$ cat src/hw/flac_defines.svh
`ifndef FLAC_DEFINES_SVH
`define FLAC_DEFINES_SVH

// Samples per block.
`define BLOCK_SIZE 16

// Quotients at or above this are sent as raw 20-bit values.
`define ESCAPE_QUOTIENT 8

// Largest Rice parameter the analyzer may pick.
`define MAX_RICE 14

`endif
$ cat src/hw/flacStreamPkg.sv
`default_nettype none

package flacStreamPkg;

    typedef logic [15:0] word_t;
    typedef logic [15:0] wordAddr_t;

    // One header word per block.
    typedef struct packed {
        logic [1:0] order;
        logic [3:0] riceParam;
        logic [9:0] wordCount;
    } blockHeader_t;

    typedef struct packed {
        logic      enable;
        wordAddr_t addr;
        word_t     data;
    } ramWrite_t;

endpackage

`default_nettype wire

$ cat src/hw/flacSamplePkg.sv
`default_nettype none

package flacSamplePkg;

    typedef logic signed [15:0] sample_t;
    typedef logic signed [19:0] residual_t;  // Order 3 spans eight times the sample range.
    typedef logic [19:0] folded_t;
    typedef logic [23:0] costSum_t;
    typedef logic [1:0] order_t;
    typedef logic [3:0] riceParam_t;

    typedef struct packed {
        sample_t sample;
        logic    last;
    } replay_t;

    typedef struct packed {
        folded_t value;
        logic    last;
    } foldedRes_t;

    // Fixed predictor residual, x1..x3 are the previous samples.
    function automatic residual_t fixedResidual(order_t ord, sample_t x0, sample_t x1,
                                                sample_t x2, sample_t x3);
        residual_t a0;
        residual_t a1;
        residual_t a2;
        residual_t a3;
        a0 = residual_t'(x0);
        a1 = residual_t'(x1);
        a2 = residual_t'(x2);
        a3 = residual_t'(x3);
        case (ord)
            2'd0: return a0;
            2'd1: return a0 - a1;
            2'd2: return a0 - (a1 <<< 1) + a2;
            default: return a0 - 3 * a1 + 3 * a2 - a3;
        endcase
    endfunction

    // Zigzag fold: 2e for e >= 0, -2e-1 otherwise.
    function automatic folded_t fold(residual_t r);
        return {r[18:0], 1'b0} ^ {20{r[19]}};
    endfunction

endpackage

`default_nettype wire

$ cat src/hw/flacEncoder.sv
`timescale 1ns/100ps
`default_nettype none

module flacEncoder (
    input  logic                     clock,
    input  logic                     arstN,
    input  logic                     enable,
    input  flacSamplePkg::sample_t   sample,
    input  logic                     valid,
    output flacStreamPkg::ramWrite_t ram1,
    output flacStreamPkg::ramWrite_t ram2
);
    import flacSamplePkg::*;

    replay_t    replay;
    logic       replayValid;
    order_t     analyzedOrder;
    riceParam_t analyzedRice;
    foldedRes_t folded;
    logic       foldedValid;
    order_t     codedOrder;
    riceParam_t codedRice;

    blockAnalyzer analyzer0 (
        .clock(clock),
        .arstN(arstN),
        .enable(enable),
        .sample(sample),
        .valid(valid),
        .replay(replay),
        .replayValid(replayValid),
        .order(analyzedOrder),
        .riceParam(analyzedRice)
    );

    residualEncoder residual0 (
        .clock(clock),
        .arstN(arstN),
        .enable(enable),
        .replay(replay),
        .replayValid(replayValid),
        .orderIn(analyzedOrder),
        .riceIn(analyzedRice),
        .folded(folded),
        .foldedValid(foldedValid),
        .riceParam(codedRice),
        .order(codedOrder)
    );

    riceCoder coder0 (
        .clock(clock),
        .arstN(arstN),
        .enable(enable),
        .folded(folded),
        .foldedValid(foldedValid),
        .riceParam(codedRice),
        .order(codedOrder),
        .ram1(ram1),
        .ram2(ram2)
    );

endmodule

`default_nettype wire

$ cat src/hw/riceCoder.sv
`timescale 1ns/100ps
`default_nettype none

`include "flac_defines.svh"

module riceCoder (
    input  logic                      clock,
    input  logic                      arstN,
    input  logic                      enable,
    input  flacSamplePkg::foldedRes_t folded,
    input  logic                      foldedValid,
    input  flacSamplePkg::riceParam_t riceParam,
    input  flacSamplePkg::order_t     order,
    output flacStreamPkg::ramWrite_t  ram1,
    output flacStreamPkg::ramWrite_t  ram2
);
    import flacSamplePkg::*;
    import flacStreamPkg::*;

    logic [47:0]  acc;
    logic [47:0]  accNext;
    logic [5:0]   fill;
    logic [5:0]   fillAfter;
    logic [5:0]   fillNext;
    logic [3:0]   padBits;
    folded_t      quotient;
    logic         escape;
    logic [27:0]  code;
    logic [4:0]   codeLen;
    logic         drain;
    logic         finalWord;
    word_t        wordOut;
    logic [1:0]   tailWords;
    logic [9:0]   wordCount;
    wordAddr_t    dataAddr;
    wordAddr_t    blockIdx;
    wordAddr_t    ram1Addr;
    wordAddr_t    ram2Addr;
    logic         ram1En;
    logic         ram2En;
    word_t        ram1Data;
    blockHeader_t header;
    order_t       hdrOrder;
    riceParam_t   hdrRice;

    always_comb begin
        drain = (fill >= 6'd16);
        wordOut = word_t'(acc >> (fill - 6'd16));  // Oldest pending bits.
        fillAfter = drain ? fill - 6'd16 : fill;
        quotient = folded.value >> riceParam;
        escape = (quotient >= folded_t'(`ESCAPE_QUOTIENT));
        if (escape) begin
            code = 28'(folded.value);
            codeLen = 5'(`ESCAPE_QUOTIENT + 20);
        end else begin
            code = (28'd1 << riceParam) | 28'(folded.value & ((20'd1 << riceParam) - 20'd1));
            codeLen = 5'(quotient) + 5'd1 + 5'(riceParam);
        end
        accNext = acc;
        fillNext = fillAfter;
        padBits = '0;
        if (foldedValid) begin
            accNext = (acc << codeLen) | 48'(code);
            fillNext = fillAfter + 6'(codeLen);
            if (folded.last) begin
                // Pad the block out to a whole word.
                padBits = 4'd0 - fillNext[3:0];
                accNext = accNext << padBits;
                fillNext = fillNext + 6'(padBits);
            end
        end
        finalWord = drain && (tailWords == 2'd1);
    end

    always_ff @(posedge clock or negedge arstN) begin
        if (!arstN) begin
            fill <= '0;
            tailWords <= '0;
            wordCount <= '0;
            dataAddr <= '0;
            blockIdx <= '0;
            ram1Addr <= '0;
            ram2Addr <= '0;
            ram1En <= 1'b0;
            ram2En <= 1'b0;
        end else begin
            ram1En <= 1'b0;  // Writes are single-cycle pulses.
            ram2En <= 1'b0;
            if (enable) begin
                fill <= fillNext;
                ram1En <= drain;
                ram2En <= finalWord;
                if (drain) begin
                    ram1Addr <= dataAddr;
                    dataAddr <= dataAddr + 1'b1;
                    wordCount <= finalWord ? '0 : wordCount + 1'b1;
                end
                if (finalWord) begin
                    ram2Addr <= blockIdx;
                    blockIdx <= blockIdx + 1'b1;
                end
                if (foldedValid && folded.last) begin
                    tailWords <= fillNext[5:4];  // Words left in this block.
                end else if (drain && tailWords != '0) begin
                    tailWords <= tailWords - 1'b1;
                end
            end
        end
    end

    always_ff @(posedge clock) begin
        if (enable) begin
            acc <= accNext;
            if (drain) ram1Data <= wordOut;
            if (finalWord) header <= '{order: hdrOrder, riceParam: hdrRice,
                                       wordCount: wordCount + 1'b1};
            if (foldedValid && folded.last) begin
                hdrOrder <= order;
                hdrRice <= riceParam;
            end
        end
    end

    assign ram1 = '{enable: ram1En, addr: ram1Addr, data: ram1Data};
    assign ram2 = '{enable: ram2En, addr: ram2Addr, data: word_t'(header)};

endmodule

`default_nettype wire

$ cat src/hw/residualEncoder.sv
`timescale 1ns/100ps
`default_nettype none

module residualEncoder (
    input  logic                      clock,
    input  logic                      arstN,
    input  logic                      enable,
    input  flacSamplePkg::replay_t    replay,
    input  logic                      replayValid,
    input  flacSamplePkg::order_t     orderIn,
    input  flacSamplePkg::riceParam_t riceIn,
    output flacSamplePkg::foldedRes_t folded,
    output logic                      foldedValid,
    output flacSamplePkg::riceParam_t riceParam,
    output flacSamplePkg::order_t     order
);
    import flacSamplePkg::*;

    sample_t hist [3];
    folded_t foldedValue;

    assign foldedValue = fold(fixedResidual(orderIn, replay.sample, hist[0], hist[1], hist[2]));

    always_ff @(posedge clock or negedge arstN) begin
        if (!arstN) begin
            foldedValid <= 1'b0;
            hist <= '{default: '0};
        end else if (enable) begin
            foldedValid <= replayValid;
            if (replayValid) begin
                if (replay.last) begin
                    hist <= '{default: '0};  // Zero history for the next block.
                end else begin
                    hist <= '{replay.sample, hist[0], hist[1]};
                end
            end
        end
    end

    always_ff @(posedge clock) begin
        if (enable && replayValid) begin
            folded <= '{value: foldedValue, last: replay.last};
            riceParam <= riceIn;
            order <= orderIn;
        end
    end

endmodule

`default_nettype wire

$ cat src/hw/blockAnalyzer.sv
`timescale 1ns/100ps
`default_nettype none

`include "flac_defines.svh"

module blockAnalyzer (
    input  logic                      clock,
    input  logic                      arstN,
    input  logic                      enable,
    input  flacSamplePkg::sample_t    sample,
    input  logic                      valid,
    output flacSamplePkg::replay_t    replay,
    output logic                      replayValid,
    output flacSamplePkg::order_t     order,
    output flacSamplePkg::riceParam_t riceParam
);
    import flacSamplePkg::*;

    localparam int idxBits = $clog2(`BLOCK_SIZE);
    localparam logic [idxBits-1:0] lastIdx = idxBits'(`BLOCK_SIZE - 1);

    typedef enum logic {idle, replaying} replayState_t;

    sample_t            buffer [2*`BLOCK_SIZE];
    logic               writeHalf;
    logic [idxBits-1:0] writeIdx;
    logic               readHalf;
    logic [idxBits-1:0] readIdx;
    logic               tick;
    replayState_t       state;
    sample_t            hist [3];
    costSum_t           sums [4];
    costSum_t           nextSums [4];
    costSum_t           bestSum;
    order_t             bestOrder;
    riceParam_t         bestRice;
    logic               blockEnd;

    assign blockEnd = valid && (writeIdx == lastIdx);

    always_comb begin
        for (int i = 0; i < 4; i++) begin
            nextSums[i] = sums[i]
                + costSum_t'(fold(fixedResidual(order_t'(i), sample, hist[0], hist[1], hist[2])));
        end
        bestOrder = '0;
        bestSum = nextSums[0];
        for (int i = 1; i < 4; i++) begin
            if (nextSums[i] < bestSum) begin  // Strict compare keeps the lower order on a tie.
                bestOrder = order_t'(i);
                bestSum = nextSums[i];
            end
        end
        bestRice = riceParam_t'(`MAX_RICE);
        for (int k = `MAX_RICE; k >= 0; k--) begin
            if ((costSum_t'(`BLOCK_SIZE) << k) >= bestSum) bestRice = riceParam_t'(k);
        end
    end

    always_ff @(posedge clock) begin
        if (enable && valid) buffer[{writeHalf, writeIdx}] <= sample;
    end

    always_ff @(posedge clock or negedge arstN) begin
        if (!arstN) begin
            writeHalf <= 1'b0;
            writeIdx <= '0;
            hist <= '{default: '0};
            sums <= '{default: '0};
            order <= '0;
            riceParam <= '0;
        end else if (enable && valid) begin
            if (blockEnd) begin
                writeHalf <= !writeHalf;  // Next block fills the other half.
                writeIdx <= '0;
                hist <= '{default: '0};
                sums <= '{default: '0};
                order <= bestOrder;
                riceParam <= bestRice;
            end else begin
                writeIdx <= writeIdx + 1'b1;
                hist <= '{sample, hist[0], hist[1]};
                sums <= nextSums;
            end
        end
    end

    // One stored sample every second cycle.
    always_ff @(posedge clock or negedge arstN) begin
        if (!arstN) begin
            state <= idle;
            readHalf <= 1'b0;
            readIdx <= '0;
            tick <= 1'b0;
            replayValid <= 1'b0;
        end else if (enable) begin
            replayValid <= 1'b0;
            case (state)
                idle: begin
                    if (blockEnd) begin
                        state <= replaying;
                        readHalf <= writeHalf;
                        readIdx <= '0;
                        tick <= 1'b0;
                    end
                end
                replaying: begin
                    tick <= !tick;
                    if (!tick) begin
                        replayValid <= 1'b1;
                        readIdx <= readIdx + 1'b1;
                        if (readIdx == lastIdx) state <= idle;
                    end
                end
                default: state <= idle;
            endcase
        end
    end

    always_ff @(posedge clock) begin
        if (enable && state == replaying && !tick) begin
            replay <= '{sample: buffer[{readHalf, readIdx}], last: readIdx == lastIdx};
        end
    end

endmodule

`default_nettype wire

$ cat config.mk
export PLATFORM = sky130hd
export DESIGN_NAME = flacEncoder
export DESIGN_NICKNAME = d
export VERILOG_FILES = /design/src/hw/flacStreamPkg.sv /design/src/hw/flacSamplePkg.sv /design/src/hw/flacEncoder.sv /design/src/hw/riceCoder.sv /design/src/hw/residualEncoder.sv /design/src/hw/blockAnalyzer.sv
export VERILOG_INCLUDE_DIRS = /design/src /design/src/hw
export SDC_FILE = /design/constraint.sdc
export NUM_CORES = 2
export LEC_CHECK = 0
export BUFFER_PORTS_ARGS = -buffer_cell sky130_fd_sc_hd__buf_2
export CAP_MARGIN = 10
export CORE_MARGIN = 4
export CORE_UTILIZATION = 59
export DETAILED_ROUTE_END_ITERATION = 10
export MAX_ROUTING_LAYER = met4
export PLACE_DENSITY = 0.77
export SYNTH_ARGS = -nofsm -noshare
export SYNTH_HDL_FRONTEND = slang
export SYNTH_HIERARCHICAL = 1
export SYNTH_SLANG_ARGS = --single-unit
$ cat constraint.sdc
create_clock -name clock -period 13.5 [get_ports clock]
set_input_delay 2.025 -clock clock [delete_from_list [all_inputs] [get_ports clock]]
set_output_delay 2.025 -clock clock [all_outputs]
set_load 0.05 [all_outputs]
# Word level (Yosys, flattened, before mapping)
# Memory sizes are Yosys's and may differ from the RTL's. A register that Yosys moved wholly into a read port is not among the register bits.
# Cells that the tools add are included.
# classes
shifts,5
order_cmp,19
eq_ne,7
mux,49
n_mul,4
addsub,29
reduce_logical,23
bitwise,9
# op_table
operator,count
48-bit two-way mux,3
20-bit bitwise XOR,5
24-bit by 20-bit adder with 24-bit output,4
96-bit two-way mux,1
3-bit by 16-bit multiplier with 19-bit output (first input constant),4
24-bit < comparator,3
24-bit two-way mux,3
20-bit one-hot mux with 3 select lines,1
48-bit by 28-bit OR with 48-bit output,1
48-bit by 4-bit left shift with 48-bit output,1
48-bit by 5-bit left shift with 48-bit output,1
48-bit by 6-bit right shift with 16-bit output,1
4-bit two-way mux,11
20-bit adder,2
16-bit by 19-bit subtractor with 20-bit output,2
20-bit by 16-bit subtractor with 20-bit output,2
18-bit by 16-bit adder with 19-bit output,2
16-bit by 17-bit subtractor with 18-bit output,2
16-bit by 16-bit subtractor with 17-bit output,2
16-bit by 1-bit adder with 16-bit output (second input constant),2
20-bit by 28-bit AND with 28-bit output,1
28-bit two-way mux,1
28-bit OR,1
1-bit by 4-bit left shift with 28-bit output (first input constant),1
47 further kinds,88
# totals
ff_bits,410
ramBits,512
out_inout_bits,66
memories,1
# memory_table
name,words,width,rd,rd_ports_with_merged_regs,write_ports,line_no,text
analyzer0.buffer,32,16,1,1,1,blockAnalyzer.sv:24,sample_t buffer [2*`BLOCK_SIZE];

# Depth between registers and ports, before layout
# depth
word_depth,24
depth_mapped,70

# By module
# The synthesis kept the hierarchy.
# by_module_without_submodules
mod,cells_each,n_inst,area_per_inst_um2
blockAnalyzer,3281,1,39004.9
riceCoder,2158,1,17693.2
residualEncoder,878,1,8369.3

# Worst setup path after synthesis
# Ideal clock, no wire load.
# synth_path
path_type,input-to-reg
startpoint,input port sample[0]
endpoint,register analyzer0.riceParam[1]
cell_stages,66
arrival_time_ps,15550
n_path_buf,8
slack_ps,-2119
cell_sequence,inv_1 > ha_1 > inv_1 > fa_1 > nand2_1 > nand2_1 > a21oi_1 > o21ai_0 > a21oi_1 > o21ai_0 > a21oi_1 > o21bai_1 > a21oi_1 > o21ai_0 > a311o_1 > a211oi_1 > mux2i_1 > clkbuf_1 > [... 30 more ...] > buf_1 > nor2_1 > a21oi_1 > ha_1 > a21o_1 > a21oi_1 > o221ai_1 > a221oi_1 > nor2_1 > a311oi_1 > nor3b_1 > a21boi_1 > nor2_1 > or4_1 > a221o_1 > a311o_1 > or3_1 > nand3_1
# synth_between
elab_chain_len,24
word_cells_on_any_way,48
cone_classes,10 x add/sub; 17 x order compare; 17 x mux; 4 x bitwise
# synth_lines
item,line_no,text
from (decl),flacEncoder.sv:8,"input flacSamplePkg::sample_t sample,"
16-bit by 16-bit subtractor with 17-bit output,flacSamplePkg.sv:35,2'd1: return a0 - a1;
20-bit bitwise XOR,flacSamplePkg.sv:43,"return {r[18:0], 1'b0} ^ {20{r[19]}};"
24-bit by 20-bit adder with 24-bit output,blockAnalyzer.sv:44,"+ costSum_t'(fold(fixedResidual(order_t'(i), sample, hist[0], hist[1], hist[2])));"
24-bit < comparator,blockAnalyzer.sv:49,if (nextSums[i] < bestSum) begin
24-bit two-way mux,blockAnalyzer.sv:49,
24-bit < comparator,blockAnalyzer.sv:49,
24-bit two-way mux,blockAnalyzer.sv:49,
24-bit < comparator,blockAnalyzer.sv:49,
24-bit two-way mux *,blockAnalyzer.sv:49,
18-bit by 24-bit greater-or-equal comparator with 1-bit output,blockAnalyzer.sv:56,if ((costSum_t'(`BLOCK_SIZE) << k) >= bestSum) bestRice = riceParam_t'(k);
2-bit two-way mux (2 in series),blockAnalyzer.sv:56,
3-bit two-way mux (4 in series),blockAnalyzer.sv:56,
4-bit two-way mux (7 in series),blockAnalyzer.sv:56,
4-bit two-way mux *,blockAnalyzer.sv:56,
to (signal assigned),blockAnalyzer.sv:79,riceParam <= bestRice;
to (decl),blockAnalyzer.sv:15,output flacSamplePkg::riceParam_t riceParam
# Mark *: on every way between the ends. The rest lies on a longest branch, timed or not.
# A chain may end at the register's enable or synchronous reset.

# Final worst setup path
# Ends and elaborated chain as after synthesis.

==> metrics.txt <==
status finished, final reports clean; Initial Util 59.6%; Routability Congestion 1.03; routed vias/inst 6.53; crit path time final 13330 ps; Die ar. 116000 sq um; worst min-delay path class reg -> reg; Rel. slew slack 13.3%; CTS root buffer clkbuf_16; clk slew on worst S/H paths 70 ps; # fillers 8227; fin nets 7130; DR iter-0 viols 6188; vias in the first global route 52276; number of synthesized flops with an enable pin 642; core box area 109000 sq um; Final WS setup 169 ps; Synth area leader edfxtp_1; H-Tree Depth 3; YS warnings 6; top-count cell post-synth nand2_1; WL/cell 24.9 um; largest net degree at the start of global routing 163; die width 340 um; final hold violations 0; Synth area leaders edfxtp_1 30%, dfrtp_1 11%, ha_1 6.6%; dominant synthesized flop cell edfxtp_1; Hold Buf Count CTS 0; Tcrit/Tclk final 98.7%; slowest stage delay, CP 420 ps; WS Path Type in -> reg; Post-Syn Area 65100 sq um; TritonCTS clock tree done; WP data arrival 13970 ps; TritonCTS Buffers 97; IO Count 86; sequential share of the synthesized area 41.0%; skew final 42.1 ps; post-route cell area 73300 sq um; Setup violations, final 0; first-pass GRT wire length 311 mm; clock buffer depth 3; Total GRT Usage 35.6%; Mapped Nets 6845; cell repeated most along the worst path a21o_1; die span in y 340 um; Area Overhead vs Synth 12.6%; slowest cell on the critical path or4_4; synth cell count leaders 680 x nand2_1, 642 x edfxtp_1, 540 x inv_1; maximum clock frequency 75.0 MHz; syn_area_per_cell 10.3 sq um; layout cell share with drive strength beyond 1 15.9%; WL final 203 mm; Worst Tran Pin Value 1290 ps; flip-flop and latch count after synthesis 938; Detail Route Antenna Nets 0; Mapped Cells 6317; final core occ 67.1%; pre-CTS setup slack -970 ps; post-DP HPWL 142 mm; Post-route DRC 0; Post-DP Area 69500 sq um; RSZ-0062 raised after global routing true; max cap viols 0; share of synthesized registers carrying an async set or reset 31.6%; # port buffers 85; WP data required 14140 ps; crit-path max FO 17; CTS sink count 938; Netlist cell types 102; Critical Path Source Type input pin; worst skew pair latency 720 ps; # rows 121; final slew viol count 0; total grt overflow 0; Vias 53252; Pre-Repair DR Iteration Count 9; initial antenna violation count 2; Crit. End Element flip-flop; post-synth top area share 29.6%
kinds of logic after synthesis:
family,after synthesis,share of synthesized area [%]
buffers and inverters,900,5.36
DFF,938,41.0
xor gates and xnor gates,288,3.98
and+or+nand+nor,1600,11.0
AOI/OAI and AO/OA,1603,16.7
muxes,480,10.3
adders and majority gates,508,11.7
area by class of cell:
class	instances	area [sq um]	area share [%]
Multi-Input combinational cell	4480	35600	48.6
Tap cell	1476	1850	2.52
Timing Repair Buffer	534	3900	5.32
Sequential cell	938	26700	36.4
Antenna cell	2	5.00	0.00683
Inverter	551	2080	2.84
Clock buffer	133	2670	3.64
Clock inverter	38	480	0.656
final timing paths:
path | to | start | slack, ps | cells past startpoint
setup / recovery | analyzer0/riceParam[1] | sample[0] | 170 | 62
hold / removal | coder0/ram2[11] | coder0/hdrRice[1] | 420 | 0
setup reg to reg | analyzer0/riceParam[1] | analyzer0/hist[32] | 1090 | 60
hold reg to reg | coder0/ram2[11] | coder0/hdrRice[1] | 420 | 0
max in group asynchronous | residual0/hist[14] | arstN | 10040 | 3
min in group asynchronous | analyzer0/sums[18] | arstN | 1310 | 1
stage by stage:
step | setup TNS [ps] | hold WS (ps) | std cells
after floorplan | -801 | 400 | 6317
after global placement | -2180 | 402 | 7957
after detailed placement | -3760 | 409 | 7957
after CTS | 0 | 419 | 8129
after global routing | -1050 | 416 | 8152
final | 0 | 416 | 8152
what timing repair did:
| item | 4_1_cts | 5_1_grt |
|---|---|---|
| buffers inserted | 1 | 22 |
| pin swaps | 2 | 62 |
| gates cloned | 0 | 1 |
| gates resized for setup | 4 | 101 |
| endpoints found under the setup margin | 4 | 5 |
placed cells by master (no fill, tap or decap), types with 117 or more instances in the layout:
cell type | synthesis | layout
dfrtp_1 | 296 | 291
edfxtp_1 | 642 | 642
mux2i_1 | 270 | 262
a21oi_1 | 287 | 275
nand2_1 | 680 | 675
inv_1 | 540 | 534
fa_1 | 164 | 161
o21ai_0 | 381 | 363
o22ai_1 | 118 | 117
xnor2_1 | 183 | 179
mux4_2 | 147 | 147
buf_4 | 8 | 438
nor2_1 | 415 | 413
ha_1 | 344 | 334
registers in the layout, summed over array words and instances, names as in the netlist, 17 cells and up:
signal and flops:
analyzer0/sums 96, residual0/folded 21, analyzer0/hist 48, analyzer0/buffer 512, coder0/acc 48, residual0/hist 48
analyzer0/replay 17
per-layer routing:
metal,vias up,wire [um],GRT usage [%],part of all wire (%)
met5,-,0,-,0
met4,0,10500,15.6,5.2
met1,25960,79800,46.5,39
met2,2939,93400,55.1,46
li1,23712,-,-,-
met3,641,19000,6.06,9.4
critical path: cells and delay by family:
kind                     cells  cell delay [ps]
AO/OA/AOI/OAI               27             5660
AND/OR/NAND/NOR             16             2900
adder cells (fa/ha/maj)      6             1480
buffers and inverters        8              920
multiplexers                 3              660
XOR/XNOR                     2              280
Power is left out: the tool's default activity adds up to more than one toggle a clock period on the data nets, which glitch-free logic cannot reach.
